### config.mk
export PLATFORM = sky130hd
export DESIGN_NAME = axi_req_cut
export DESIGN_NICKNAME = d
export VERILOG_FILES = /design/src/hdl/axi_remap_pkg.sv /design/src/hdl/axi_req_cut.sv
export SDC_FILE = /design/constraint.sdc
export NUM_CORES = 1
export LEC_CHECK = 0
export BUFFER_PORTS_ARGS = -buffer_cell sky130_fd_sc_hd__buf_4
export CORE_AREA = 2 2 152 154
export CTS_CLUSTER_DIAMETER = 100
export CTS_CLUSTER_SIZE = 20
export DETAILED_ROUTE_END_ITERATION = 16
export DIE_AREA = 0 0 154 156
export MAX_ROUTING_LAYER = met4
export PLACE_DENSITY_LB_ADDON = 0.05
export SLEW_MARGIN = 20
export SYNTH_ARGS = -nofsm -noshare
export SYNTH_HDL_FRONTEND = slang
export SYNTH_SLANG_ARGS = --single-unit
export TNS_END_PERCENT = 100
### constraint.sdc
create_clock -name clk_i -period 2.3 [get_ports clk_i]
set_input_delay 0.115 -clock clk_i [delete_from_list [all_inputs] [get_ports clk_i]]
set_output_delay 0.115 -clock clk_i [all_outputs]
set_load 0.01 [all_outputs]
### src/hdl/axi_remap_pkg.sv
package axi_remap_pkg;

  // bus widths
  localparam int unsigned id_width       = 4;
  localparam int unsigned slv_addr_width = 32; // upstream address
  localparam int unsigned mst_addr_width = 12; // memory side address
  localparam int unsigned data_width     = 32;
  localparam int unsigned user_width     = 1;

  typedef logic [id_width-1:0]       id_t;
  typedef logic [slv_addr_width-1:0] slv_addr_t;
  typedef logic [mst_addr_width-1:0] mst_addr_t;
  typedef logic [data_width-1:0]     data_t;
  typedef logic [data_width/8-1:0]   strb_t;     // one bit per byte lane
  typedef logic [user_width-1:0]     user_t;

  // response codes
  localparam logic [1:0] resp_okay   = 2'b00;
  localparam logic [1:0] resp_slverr = 2'b10;

  // aw channels, only addr width differs
  typedef struct packed {
    id_t        id;
    slv_addr_t  addr;
    logic [7:0] len;
    logic [2:0] size;
    logic [1:0] burst;
    logic       lock;
    logic [3:0] cache;
    logic [2:0] prot;
    logic [3:0] qos;
    logic [3:0] region;
    logic [5:0] atop;
    user_t      user;
  } slv_aw_chan_t;

  typedef struct packed {
    id_t        id;
    mst_addr_t  addr;
    logic [7:0] len;
    logic [2:0] size;
    logic [1:0] burst;
    logic       lock;
    logic [3:0] cache;
    logic [2:0] prot;
    logic [3:0] qos;
    logic [3:0] region;
    logic [5:0] atop;
    user_t      user;
  } mst_aw_chan_t;

  // ar channels, no atop
  typedef struct packed {
    id_t        id;
    slv_addr_t  addr;
    logic [7:0] len;
    logic [2:0] size;
    logic [1:0] burst;
    logic       lock;
    logic [3:0] cache;
    logic [2:0] prot;
    logic [3:0] qos;
    logic [3:0] region;
    user_t      user;
  } slv_ar_chan_t;

  typedef struct packed {
    id_t        id;
    mst_addr_t  addr;
    logic [7:0] len;
    logic [2:0] size;
    logic [1:0] burst;
    logic       lock;
    logic [3:0] cache;
    logic [2:0] prot;
    logic [3:0] qos;
    logic [3:0] region;
    user_t      user;
  } mst_ar_chan_t;

  typedef struct packed {
    data_t data;
    strb_t strb;
    logic  last;
    user_t user;
  } w_chan_t;

  typedef struct packed {
    id_t        id;
    logic [1:0] resp;
    user_t      user;
  } b_chan_t;

  typedef struct packed {
    id_t        id;
    data_t      data;
    logic [1:0] resp;
    logic       last;
    user_t      user;
  } r_chan_t;

  // request bundles, one per port address width
  typedef struct packed {
    slv_aw_chan_t aw;
    logic         aw_valid;
    w_chan_t      w;
    logic         w_valid;
    logic         b_ready;
    slv_ar_chan_t ar;
    logic         ar_valid;
    logic         r_ready;
  } slv_req_t;

  typedef struct packed {
    mst_aw_chan_t aw;
    logic         aw_valid;
    w_chan_t      w;
    logic         w_valid;
    logic         b_ready;
    mst_ar_chan_t ar;
    logic         ar_valid;
    logic         r_ready;
  } mst_req_t;

  // shared by both ports
  typedef struct packed {
    logic    aw_ready;
    logic    ar_ready;
    logic    w_ready;
    b_chan_t b;
    logic    b_valid;
    r_chan_t r;
    logic    r_valid;
  } resp_t;

  // one remap window
  typedef struct packed {
    logic      enable;
    slv_addr_t base;   // compared after masking
    slv_addr_t mask;
    mst_addr_t offset; // added after base is removed
  } region_cfg_t;

endpackage

### src/hdl/axi_req_cut.sv
`timescale 1ns/1ps

// single-entry register slice on the request channels
module axi_req_cut import axi_remap_pkg::*; (
  input  logic     clk_i,
  input  logic     reset_i,
  // upstream
  input  mst_req_t in_req_i,
  output resp_t    in_resp_o,
  // downstream
  output mst_req_t out_req_o,
  input  resp_t    out_resp_i
);

  // bit positions in the flag vectors
  localparam int unsigned ch_aw = 0;
  localparam int unsigned ch_w  = 1;
  localparam int unsigned ch_ar = 2;

  logic [2:0] full_q;    // slot occupied
  logic [2:0] in_valid;
  logic [2:0] in_ready;
  logic [2:0] out_ready;

  mst_aw_chan_t aw_q; // slot payloads
  w_chan_t      w_q;
  mst_ar_chan_t ar_q;

  assign in_valid[ch_aw]  = in_req_i.aw_valid;
  assign in_valid[ch_w]   = in_req_i.w_valid;
  assign in_valid[ch_ar]  = in_req_i.ar_valid;
  assign out_ready[ch_aw] = out_resp_i.aw_ready;
  assign out_ready[ch_w]  = out_resp_i.w_ready;
  assign out_ready[ch_ar] = out_resp_i.ar_ready;

  // free slot, or the held beat leaves this cycle
  assign in_ready = ~full_q | out_ready;

  always_ff @(posedge clk_i) begin
    if (reset_i) begin
      full_q <= '0;
    end else begin
      // refill when draining, else keep
      full_q <= (in_ready & in_valid) | (~in_ready & full_q);
    end
  end

  // payloads load only on an input transfer
  always_ff @(posedge clk_i) begin
    if (in_valid[ch_aw] && in_ready[ch_aw]) begin
      aw_q <= in_req_i.aw;
    end
    if (in_valid[ch_w] && in_ready[ch_w]) begin
      w_q <= in_req_i.w;
    end
    if (in_valid[ch_ar] && in_ready[ch_ar]) begin
      ar_q <= in_req_i.ar;
    end
  end

  always_comb begin
    out_req_o.aw       = aw_q;
    out_req_o.aw_valid = full_q[ch_aw];
    out_req_o.w        = w_q;
    out_req_o.w_valid  = full_q[ch_w];
    out_req_o.ar       = ar_q;
    out_req_o.ar_valid = full_q[ch_ar];
    out_req_o.b_ready  = in_req_i.b_ready; // b/r not cut
    out_req_o.r_ready  = in_req_i.r_ready;
  end

  always_comb begin
    in_resp_o          = out_resp_i; // b and r straight through
    in_resp_o.aw_ready = in_ready[ch_aw];
    in_resp_o.w_ready  = in_ready[ch_w];
    in_resp_o.ar_ready = in_ready[ch_ar];
  end

endmodule

After elaboration in Yosys (flattened, before gate mapping)
Cells that the tools add are included.
{ "word_totals": {"register_bits": 139, "in_bits": 195, "output_inout_bits": 193} }
{ "op_classes": {"bitwise_logic": 6, "reduce_logical": 3} }
{ "ops": {"columns": ["op", "count"], "rows": [
  ["3-bit AND", 2],
  ["3-bit NOT", 2],
  ["3-bit bitwise OR", 2],
  ["1-bit logical AND", 3]
]} }

Longest topological paths before layout
{ "depth": {"word_depth": 5, "mapped_depth": 2, "ltp_nobuf": 2} }

Worst setup path after synthesis
No wires, ideal clock.
{ "synth_path": {"path_kind": "reg-to-reg", "start": "register with a tool-made name", "end": "register aw_q (netlist bit out_req_o[100]) (enable)", "setup_ns": 0.415, "t_arrival_ns": 1.701, "t_required_ns": 1.885, "slack_ns": 0.184, "path_stages_with_launch": 3, "path_buffers": 0, "period_less_slack_ns": 2.116, "path_cell_list": "dfxtp_1 -> nand2b_4 -> and2_1"} }
{ "synth_lines": {"columns": ["element", "line_no", "source"], "rows": [
  ["to (signal assigned)", "axi_req_cut.sv:51", "aw_q <= in_req_i.aw;"],
  ["to (decl)", "axi_req_cut.sv:25", "mst_aw_chan_t aw_q;"]
]} }

==> results.ini <==
[setup_path]
cp_max_fo=26
cp_data_required_time_ns=2.41
cpPeakStageDelay_ns=0.49
startpoint_type=flop
worstPathArrival_ns=1.58
ff2ff_path_depth=3
timing.rr.end=out_req_o[4]$_DFFE_PP_
crit_chain=nand2b_4, and2_2, buf_12
crit_type=reg2reg
critPathBufInv=1
endpoint_kind=flop
crit_family=simple AND/OR/NAND/NOR gates
cp.depth=3
cp-endpoint=out_req_o[4]$_DFFE_PP_
cpMaxStageDelayCell=and2_2
rrSetupSlack_ns=0.83

[power_and_ir_drop]
powerDensity_nw_per_um2=737.1
p_sw_mw=1.415
p_int_mw=5.054
p_clk_share_pct=41.6
ir_drop_v=0.0003986
seqPwrFrac_pct=46.4
p_sw_share_pct=21.87
leakagePower_nw=3.651
pwr-share-comb_pct=12.0

[yosys]
ys_seq_elements=139
synthMuxAreaShare_pct=0
seq_area_frac_synth_pct=89.83
synth_xor_area_share_pct=0
yosys.area_share.simple_pct=1.302
avgSynthCellArea_um2=22.84
syn_inst=202
synth_cell_type_count=7
synth_top_family_by_area=buffers and inverters
syn_nets=397
syn_area_um2=4613
ys_warn_count=0
yosys.area_share.adder_pct=0
synth_compound_area_share_pct=0.3255

[route]
drc=0
dr.pass1.iters=4
drtIter0Drc=87
routedWlPerCell_um=14.87
vias=3261
via_per_inst=3.631
wirelength_um=13350
ant_nets=0

[status]
status=complete, no violations

[grt]
grt_max_degree=53
grt_pass1_wl_um=19510
antenna_found_initial=0
overflow=0
grt_pass1_vias=3579
grt_util_all_layers_pct=11.25

[floorplan]
start_util_pct=20.63
coreArea_um2=22370
dieWidth_um=154
row_count=55
ios=388
dieArea_um2=24020
fp.dieH_um=156

[timing]
slew_headroom_pct=64.30
fin_crit_sh_pct=64.00
worst_slew_pin_slew_ns=0.5355
setup_viol=0
finalMaxSlewViolations=0
rsz0062_at_grt=no
fmax_mhz=679.3
tns_ns=0
finalHoldViolCount=0
fin_hold_ws_ns=0.2300
clock-skew-final_ns=0.006213
setup_ws_ns=0.8279
fin_crit_ns=1.472

[clock_network]
clockBufferDepth=2
clkSlewWorstSetupHoldPaths_ns=0.06
cts_resized=0
htreeDepth=4
clkSinkCount=139
root_buffer=clkbuf_16
numCtsBuffers=17
cts_tree=done
clk_latency_ns=0.41

[final_layout]
final_common_cell=buf_4
final_cell_mix=buf_4 (286), dlygate4sd3_1 (142), edfxtp_1 (136)
layout.area.seq_um2=4144
final_nets=795
diodes=0
nFillCells=2090
largest_reg_flops=136
drive_above_1_share_pct=52.85
post-route-util_pct=39.24
areaGrowthSynthToFinish_pct=90.24
multi_input_area_um2=78.83
fin_area_um2=8776

[placement]
port_buffers=285
placed_cell_area_um2=6778
place_worst_setup_slack_ns=0.7885
dpl.hpwl_um=9460
gp_congestion=0.7177

[run]
maxCapViolCount=0

[worst_hold_path]
hp-class=in2out

==> cell type report <==
class | instances | area share [%]
sequential | 139 | 47.22
timing repair buffer | 430 | 41.12
clock buffer | 19 | 4.933
tap | 285 | 4.063
clock inverter | 13 | 1.640
multi-input combinational | 9 | 0.8982
inverter | 3 | 0.1283
==> worst min-delay path by stage <==
| stage | startpoint | to | slack, ns | cells past startpoint |
|---|---|---|---|---|
| after global placement | out_resp_i[11] | in_resp_o[11] | 0.23 | 0 |
| after CTS | out_resp_i[11] | in_resp_o[11] | 0.23 | 0 |
| after global routing | out_resp_i[27] | in_resp_o[27] | 0.23 | 0 |
| after detailed placement | out_resp_i[11] | in_resp_o[11] | 0.23 | 0 |
| final | out_resp_i[21] | in_resp_o[21] | 0.23 | 0 |
| after floorplan | reset_i | flop | 0.18 | 1 |
==> cell usage after synthesis, drive strengths merged <==
master	number	area (µm²)
a21oi	3	15.01
and2	3	18.77
buf	51	382.9
dfxtp	3	60.06
edfxtp	136	4084
inv	3	11.26
nand2b	3	41.29
==> repair_timing <==
action,in CTS,in global routing
hold endpoints to repair,139,0
hold buffers,142,0
setup buffers,0,0
endpoints found under the setup margin,0,0
==> per-layer routing <==
| metal | wire length (µm) | vias up | GRT usage [%] | share of wire (%) |
|---|---|---|---|---|
| li1 | - | 1505 | - | - |
| met1 | 4827 | 1562 | 11.56 | 36 |
| met2 | 7232 | 168 | 19.47 | 54 |
| met3 | 966 | 26 | 4.083 | 7.2 |
| met4 | 327 | 0 | 4.806 | 2.4 |
| met5 | 0 | - | - | 0 |
==> per-stage QoR <==
stage / power, mW / std cells
6_report: 6.469 / 898
3_5_place_dp: 3.642 / 724
5_1_grt: 6.759 / 898
3_3_place_gp: 3.641 / 724
4_1_cts: 6.608 / 898
2_1_floorplan: 3.281 / 202
==> power by group through the flow <==
| stage | Clock (mW) | Sequential, mW | Combinational [mW] |
|---|---|---|---|
| floorplan | 0 | 3.14 | 0.145 |
| global placement | 0 | 3.05 | 0.587 |
| detailed placement | 0 | 3.06 | 0.587 |
| CTS | 2.82 | 3.00 | 0.790 |
| global route | 2.92 | 3.02 | 0.827 |
| finish | 2.69 | 3.00 | 0.774 |
==> logic make-up after synthesis <==
family / after synthesis
flops: 139
simple gates: 6
compound gates: 3
buf+inv: 54
(Power assumes the default switching activity.)
