**src/hdl/axi_remap_pkg.sv**
```systemverilog
package axi_remap_pkg;

  // bus widths
  localparam int unsigned id_width       = 4;
  localparam int unsigned slv_addr_width = 32; // upstream address
  localparam int unsigned mst_addr_width = 12; // memory side address
  localparam int unsigned data_width     = 32;
  localparam int unsigned user_width     = 1;

  typedef logic [id_width-1:0]       id_t;
  typedef logic [slv_addr_width-1:0] slv_addr_t;
  typedef logic [mst_addr_width-1:0] mst_addr_t;
  typedef logic [data_width-1:0]     data_t;
  typedef logic [data_width/8-1:0]   strb_t;     // one bit per byte lane
  typedef logic [user_width-1:0]     user_t;

  // response codes
  localparam logic [1:0] resp_okay   = 2'b00;
  localparam logic [1:0] resp_slverr = 2'b10;

  // aw channels, only addr width differs
  typedef struct packed {
    id_t        id;
    slv_addr_t  addr;
    logic [7:0] len;
    logic [2:0] size;
    logic [1:0] burst;
    logic       lock;
    logic [3:0] cache;
    logic [2:0] prot;
    logic [3:0] qos;
    logic [3:0] region;
    logic [5:0] atop;
    user_t      user;
  } slv_aw_chan_t;

  typedef struct packed {
    id_t        id;
    mst_addr_t  addr;
    logic [7:0] len;
    logic [2:0] size;
    logic [1:0] burst;
    logic       lock;
    logic [3:0] cache;
    logic [2:0] prot;
    logic [3:0] qos;
    logic [3:0] region;
    logic [5:0] atop;
    user_t      user;
  } mst_aw_chan_t;

  // ar channels, no atop
  typedef struct packed {
    id_t        id;
    slv_addr_t  addr;
    logic [7:0] len;
    logic [2:0] size;
    logic [1:0] burst;
    logic       lock;
    logic [3:0] cache;
    logic [2:0] prot;
    logic [3:0] qos;
    logic [3:0] region;
    user_t      user;
  } slv_ar_chan_t;

  typedef struct packed {
    id_t        id;
    mst_addr_t  addr;
    logic [7:0] len;
    logic [2:0] size;
    logic [1:0] burst;
    logic       lock;
    logic [3:0] cache;
    logic [2:0] prot;
    logic [3:0] qos;
    logic [3:0] region;
    user_t      user;
  } mst_ar_chan_t;

  typedef struct packed {
    data_t data;
    strb_t strb;
    logic  last;
    user_t user;
  } w_chan_t;

  typedef struct packed {
    id_t        id;
    logic [1:0] resp;
    user_t      user;
  } b_chan_t;

  typedef struct packed {
    id_t        id;
    data_t      data;
    logic [1:0] resp;
    logic       last;
    user_t      user;
  } r_chan_t;

  // request bundles, one per port address width
  typedef struct packed {
    slv_aw_chan_t aw;
    logic         aw_valid;
    w_chan_t      w;
    logic         w_valid;
    logic         b_ready;
    slv_ar_chan_t ar;
    logic         ar_valid;
    logic         r_ready;
  } slv_req_t;

  typedef struct packed {
    mst_aw_chan_t aw;
    logic         aw_valid;
    w_chan_t      w;
    logic         w_valid;
    logic         b_ready;
    mst_ar_chan_t ar;
    logic         ar_valid;
    logic         r_ready;
  } mst_req_t;

  // shared by both ports
  typedef struct packed {
    logic    aw_ready;
    logic    ar_ready;
    logic    w_ready;
    b_chan_t b;
    logic    b_valid;
    r_chan_t r;
    logic    r_valid;
  } resp_t;

  // one remap window
  typedef struct packed {
    logic      enable;
    slv_addr_t base;   // compared after masking
    slv_addr_t mask;
    mst_addr_t offset; // added after base is removed
  } region_cfg_t;

endpackage

```
**src/hdl/addr_remap_table.sv**
```systemverilog
`timescale 1ns/1ps

module addr_remap_table import axi_remap_pkg::*; #(
  parameter int unsigned num_regions = 4,
  localparam int unsigned idx_width = (num_regions > 1) ? $clog2(num_regions) : 1
) (
  input  logic                 clk_i,
  input  logic                 reset_i,
  // config write port
  input  logic                 cfg_we_i,
  input  logic [idx_width-1:0] cfg_idx_i,
  input  region_cfg_t          cfg_region_i,
  // aw and ar lookups side by side
  input  slv_addr_t            slv_aw_addr_i,
  input  slv_addr_t            slv_ar_addr_i,
  output mst_addr_t            mst_aw_addr_o,
  output mst_addr_t            mst_ar_addr_o
);

  region_cfg_t cfg_q [num_regions]; // region entries

  // one entry written per edge
  always_ff @(posedge clk_i) begin
    if (reset_i) begin
      for (int i = 0; i < num_regions; i++) begin
        cfg_q[i].enable <= 1'b0; // all windows off
      end
    end else if (cfg_we_i) begin
      cfg_q[cfg_idx_i] <= cfg_region_i; // visible next cycle
    end
  end

  // priority search over the table
  // lowest matching index wins and later hits are ignored
  function automatic mst_addr_t lookup(slv_addr_t addr);
    slv_addr_t moved;
    logic      hit;
    lookup = addr[mst_addr_width-1:0]; // low bits when nothing hits
    hit    = 1'b0;
    for (int i = 0; i < num_regions; i++) begin
      if (!hit && cfg_q[i].enable &&
          ((addr & cfg_q[i].mask) == cfg_q[i].base)) begin
        hit    = 1'b1;
        // rebase into the window then shift by the offset
        moved  = addr - cfg_q[i].base + slv_addr_t'(cfg_q[i].offset);
        lookup = moved[mst_addr_width-1:0]; // wraps in 12 bits
      end
    end
  endfunction

  // aw lookup
  always_comb begin
    mst_aw_addr_o = lookup(slv_aw_addr_i);
  end

  // ar lookup independent of aw
  always_comb begin
    mst_ar_addr_o = lookup(slv_ar_addr_i);
  end

endmodule

```
**config.mk**
```make
export PLATFORM = sky130hd
export DESIGN_NAME = addr_remap_table
export DESIGN_NICKNAME = d
export VERILOG_FILES = /design/src/hdl/axi_remap_pkg.sv /design/src/hdl/addr_remap_table.sv
export SDC_FILE = /design/constraint.sdc
export NUM_CORES = 1
export LEC_CHECK = 0
export ABC_AREA = 0
export BUFFER_PORTS_ARGS = -buffer_cell sky130_fd_sc_hd__buf_2
export CORE_MARGIN = 4
export CORE_UTILIZATION = 56
export DETAILED_ROUTE_END_ITERATION = 6
export PLACE_DENSITY = 0.81
export RECOVER_POWER = 100
export SYNTH_ARGS = -nofsm -noshare
export SYNTH_HDL_FRONTEND = slang
export SYNTH_SLANG_ARGS = --single-unit
```
**constraint.sdc**
```tcl
create_clock -name clk_i -period 8.6 [get_ports clk_i]
set_clock_uncertainty 0.1 [all_clocks]
set_input_delay 1.72 -clock clk_i [delete_from_list [all_inputs] [get_ports clk_i]]
set_output_delay 1.72 -clock clk_i [all_outputs]
set_load 0.01 [all_outputs]
```
Word level (Yosys, flattened, before mapping). Memory sizes are Yosys's and may differ from the RTL's. Index checks and enable logic that the tools add are counted. Widths: inputs -> output; s select.

Register bits after elaboration: 0. Memories kept: 1. RAM bits: 308. Input port bits: 146. Word-level logic and storage cells: 76. Output and inout bits: 24.

Memory list: cfg_q (words 4, width 77, read ports 4, clocked after Yosys merged registers in 0, wr ports 4, RTL line addr_remap_table.sv:20) `region_cfg_t cfg_q [num_regions];`.

$add $sub $neg: 16. Reductions and logical operators: 21. Eq/ne operators: 8. Multiplexer cells: 22. Bitwise gates (word level): 8.

Operators by type and width (count): $and 32x32->32 (8); $eq 32x32->1 (8); $add 12x12->12 (8); $mux 12 (8); $sub 12x12->12 (8); $mux 77 (1); $reduce_or 77->1 (1); $logic_and 1x1->1 (14); $mux 1 (11); $logic_not 1->1 (6); $mux 2 (2).

Longest topological paths before layout. An unclocked memory read counts as a cell.

Word-level depth: 17. Depth in mapped cells: 15.

Worst setup path after synthesis. Ideal clock, no wire load.

Path kind: input-to-reg. Start: input port reset_i. End: memory cfg_q[2][76] (netlist bit), enable pin. Stages: 3. Data arrival time: 8.126 ns. Setup time: 0.319 ns. Setup slack: 0.055 ns. Cell sequence: nand2b_1 -> nor3b_1 -> or2_2.

RTL lines: start, declared (RTL line addr_remap_table.sv:8) `input logic reset_i,`; end, declared (RTL line addr_remap_table.sv:20).

Worst setup path after layout.
Start: input port slv_ar_addr_i[0]. End: output port mst_ar_addr_o[7].

Cells in the longest elaborated chain, start to end: 16.

Ends and longest elaborated chain: start, declared (RTL line addr_remap_table.sv:15) `input slv_addr_t slv_ar_addr_i,`; parallel branches: the longest is 15 deep, another holds $sub 12x12->12; $mux 12 (*) (RTL line addr_remap_table.sv:41) `if (!hit && cfg_q[i].enable &&`; end, declared (RTL line addr_remap_table.sv:17) `output mst_addr_t mst_ar_addr_o`.

Every way passes the cells marked *.

==> flow_summary.ini <==
[run_status]
status = complete, but fails checks
violations = capacitance limit, slew limit

[yosys]
avgSynthCellArea_sq_um = 10.6
synth_top_family_by_area = simple AND/OR/NAND/NOR gates
synth_area_leaders = edfxtp_1 (44%), fa_1 (8.4%), xor2_1 (7.3%)
synth_common_cells = edfxtp_1 (308), nand2_1 (276), inv_1 (249), xor2_1 (175), xnor2_1 (121)
synthSimpleGateAreaFrac = 0.155
synth_top_area_share = 0.438
ys_warn_count = 0
yosys_register_bits = 308
async_flop_share = 0
ys.flop_type = edfxtp_1
synth_cells = 1992
muxShareOfSynthArea = 0.0209
syn-num-nets = 2318
yosys.area_share.xor_xnor = 0.123
synthAdderAreaFrac = 0.138
synth_cell_types = 69
synth_compound_area_frac = 0.0767
synth_edf_count = 308
yosys.area.top_type = edfxtp_1
synth_most_common_cell = edfxtp_1
seq_area_frac_synth = 0.438
syn_area_sq_mm = 0.0211

[critical_path]
worst-path-max-fanout = 20
cp-start-kind = input port
cp.required_ns = 6.78
path_class = in2out
critPathArrivalTime_ns = 6.09
end_kind = output pin

[power]
ir_drop_mv = 0.162
power.density_mw_per_mm2 = 168
pwr-share-comb = 0.225
switchingPower_mw = 1.16
seqPwrFrac = 0.440
switching_share = 0.292
report.power.total_mw = 3.96
leakagePower_nw = 9.46
clockPowerShare = 0.335
p_int_mw = 2.80

[detailed_routing]
drt-pass1-iter-count = 6
drt_iter0_drc = 1524
viasPerCell = 5.90
antenna_left = 0
drt_wl_total_microns = 65600
vias = 16000
wl_per_cell_microns = 24.2
drc = 0

[worst_hold_path]
hold-path-cell-count = 2
min_path_type = in2reg

[clock_tree]
cts_hold_buffers = 0
cts_sinks = 308
max-clock-path-buffers = 3
htreeDepth = 1
cts_root_buf = clkbuf_16
cts_tree = done
cts_buffers = 31
clkSlewWorstSetupHoldPaths_ns = 0.06
cts_setup_buffers = 0
post_cts_resized = 0

[timing]
period_share = 0.919
worstMarginPinSlew_ns = 3.46
drv_slew = 356
finalSetupViolCount = 0
relSlewSlack = -1.31
fin_tns_setup_ns = 0
max_freq_mhz = 126
setup_ws_ns = 0.694
hold_ws_ns = 1.39
hold_viol = 0
period_minus_slack_ns = 7.91
rsz0062_at_grt = false

[placement]
port_buffers = 169
dpl.hpwl_microns = 53000
dp_worst_setup_slack_ns = 1.28
placed_cells = 2660
place_congestion = 0.999

[grt]
grt_overflow = 0
grtUsageTotal = 0.315
grt_pass1_vias = 16300
grt_max_degree = 79
grt_pass1_wl_microns = 96800
antenna_found_initial = 2

[floorplanning]
dieWidth_microns = 202
rows = 70
dieArea_sq_mm = 0.0408
start_util = 0.572
top_level_ports = 170
core-area_sq_mm = 0.0369
die_y_microns = 202

[finish]
top_regs = cfg_q x308
layout-drive-gt1-share = 0.101
multi_input_area_sq_mm = 0.0108
fin_cells = 2714
register_area_sq_mm = 0.00925
regMostFlops = cfg_q
largest_reg_flops = 308
area_growth_pct = 11.5
fillers = 2944
layout.nets = 2515

[flow_run]
cap_violations = 8
==> cell type report <==
cell class / count / area share
Antenna cell: 1 / 0.000106
Clock buffer: 34 / 0.0335
Inverter: 249 / 0.0397
Tap cell: 504 / 0.0268
Clock inverter: 19 / 0.00756
Multi-Input combinational cell: 1416 / 0.461
Sequential cell: 308 / 0.393
Timing Repair Buffer: 183 / 0.0377
==> placed cells by master, fill, tap and decap left out, types with 6 or more instances in the layout <==
cell,Yosys,final
a2111oi_0,6,6
a211oi_1,11,11
a21boi_0,13,13
a21o_1,19,19
a21oi_1,52,52
a22oi_1,6,6
a31oi_1,8,8
and2_0,0,78
and3_1,17,17
and3b_1,12,12
buf_2,7,150
clkbuf_1,11,32
clkbuf_16,0,31
clkinv_2,0,7
edfxtp_1,308,308
fa_1,88,88
ha_1,92,92
inv_1,249,249
mux2_2,8,7
mux2i_1,35,35
nand2_1,276,276
nand2b_1,12,12
nand3_1,31,31
nand3b_1,6,6
nand4_1,43,43
nor2_1,56,56
nor2b_1,19,18
nor3_1,35,34
nor3b_1,6,6
nor4_1,22,22
o2111ai_1,7,7
o21a_1,9,9
o21ai_0,63,63
o22ai_1,8,8
or3_1,11,11
xnor2_1,121,121
xor2_1,175,175
==> cell families (layout without fill, tap and decap cells) <==
| kind of cell | count (synthesis) | after routing |
|---|---|---|
| flip-flops | 308 | 308 |
| multiplexers | 43 | 43 |
| adder cells (fa/ha/maj) | 180 | 180 |
| other | 0 | 1 |
| buffers and inverters | 268 | 485 |
| XOR/XNOR | 296 | 296 |
| AND/OR/NAND/NOR | 650 | 650 |
| AO/OA/AOI/OAI | 247 | 247 |
==> power by group through the flow <==
stage / logic (mW) / registers, mW / clock network [mW]
2_1_floorplan: 0.605 / 1.76 / 0
3_3_place_gp: 0.846 / 1.77 / 0
3_5_place_dp: 0.876 / 1.77 / 0
4_1_cts: 0.883 / 1.74 / 1.33
5_1_grt: 0.976 / 1.74 / 1.39
6_report: 0.889 / 1.74 / 1.33
==> worst max-delay path, cell delays in order <==
cell      delay [ns]
clkbuf_1        0.47
nand2_1         0.14
xnor2_1         0.21
nor4_1          0.57
nand3_1         0.29
nor4_1          0.34
clkbuf_1        1.04
nor3b_1         0.14
clkbuf_1        0.47
o21ai_0         0.21
o21ai_0         0.12
o21ai_0         0.19
clkbuf_1        0.17
==> stage by stage <==
stage / instance area, sq um / util
after detailed placement: 22600 / 0.614
after global placement: 22600 / 0.614
after global routing: 23500 / 0.638
after floorplan: 21100 / -
after CTS: 23600 / 0.640
final: 23500 / 0.638
==> path summary, 6_finish.rpt <==
check              from  slack (ns)               end
max    slv_ar_addr_i[0]        0.69  mst_ar_addr_o[7]
min    cfg_region_i[76]        1.39      cfg_q[3][76]
==> routing by layer <==
metal	part of all wire	global-route usage
met1	0.38	0.409
met2	0.47	0.530
met3	0.082	0.0371
met4	0.061	0.151
met5	0.00018	0
Power figures use the tool's default switching activity.
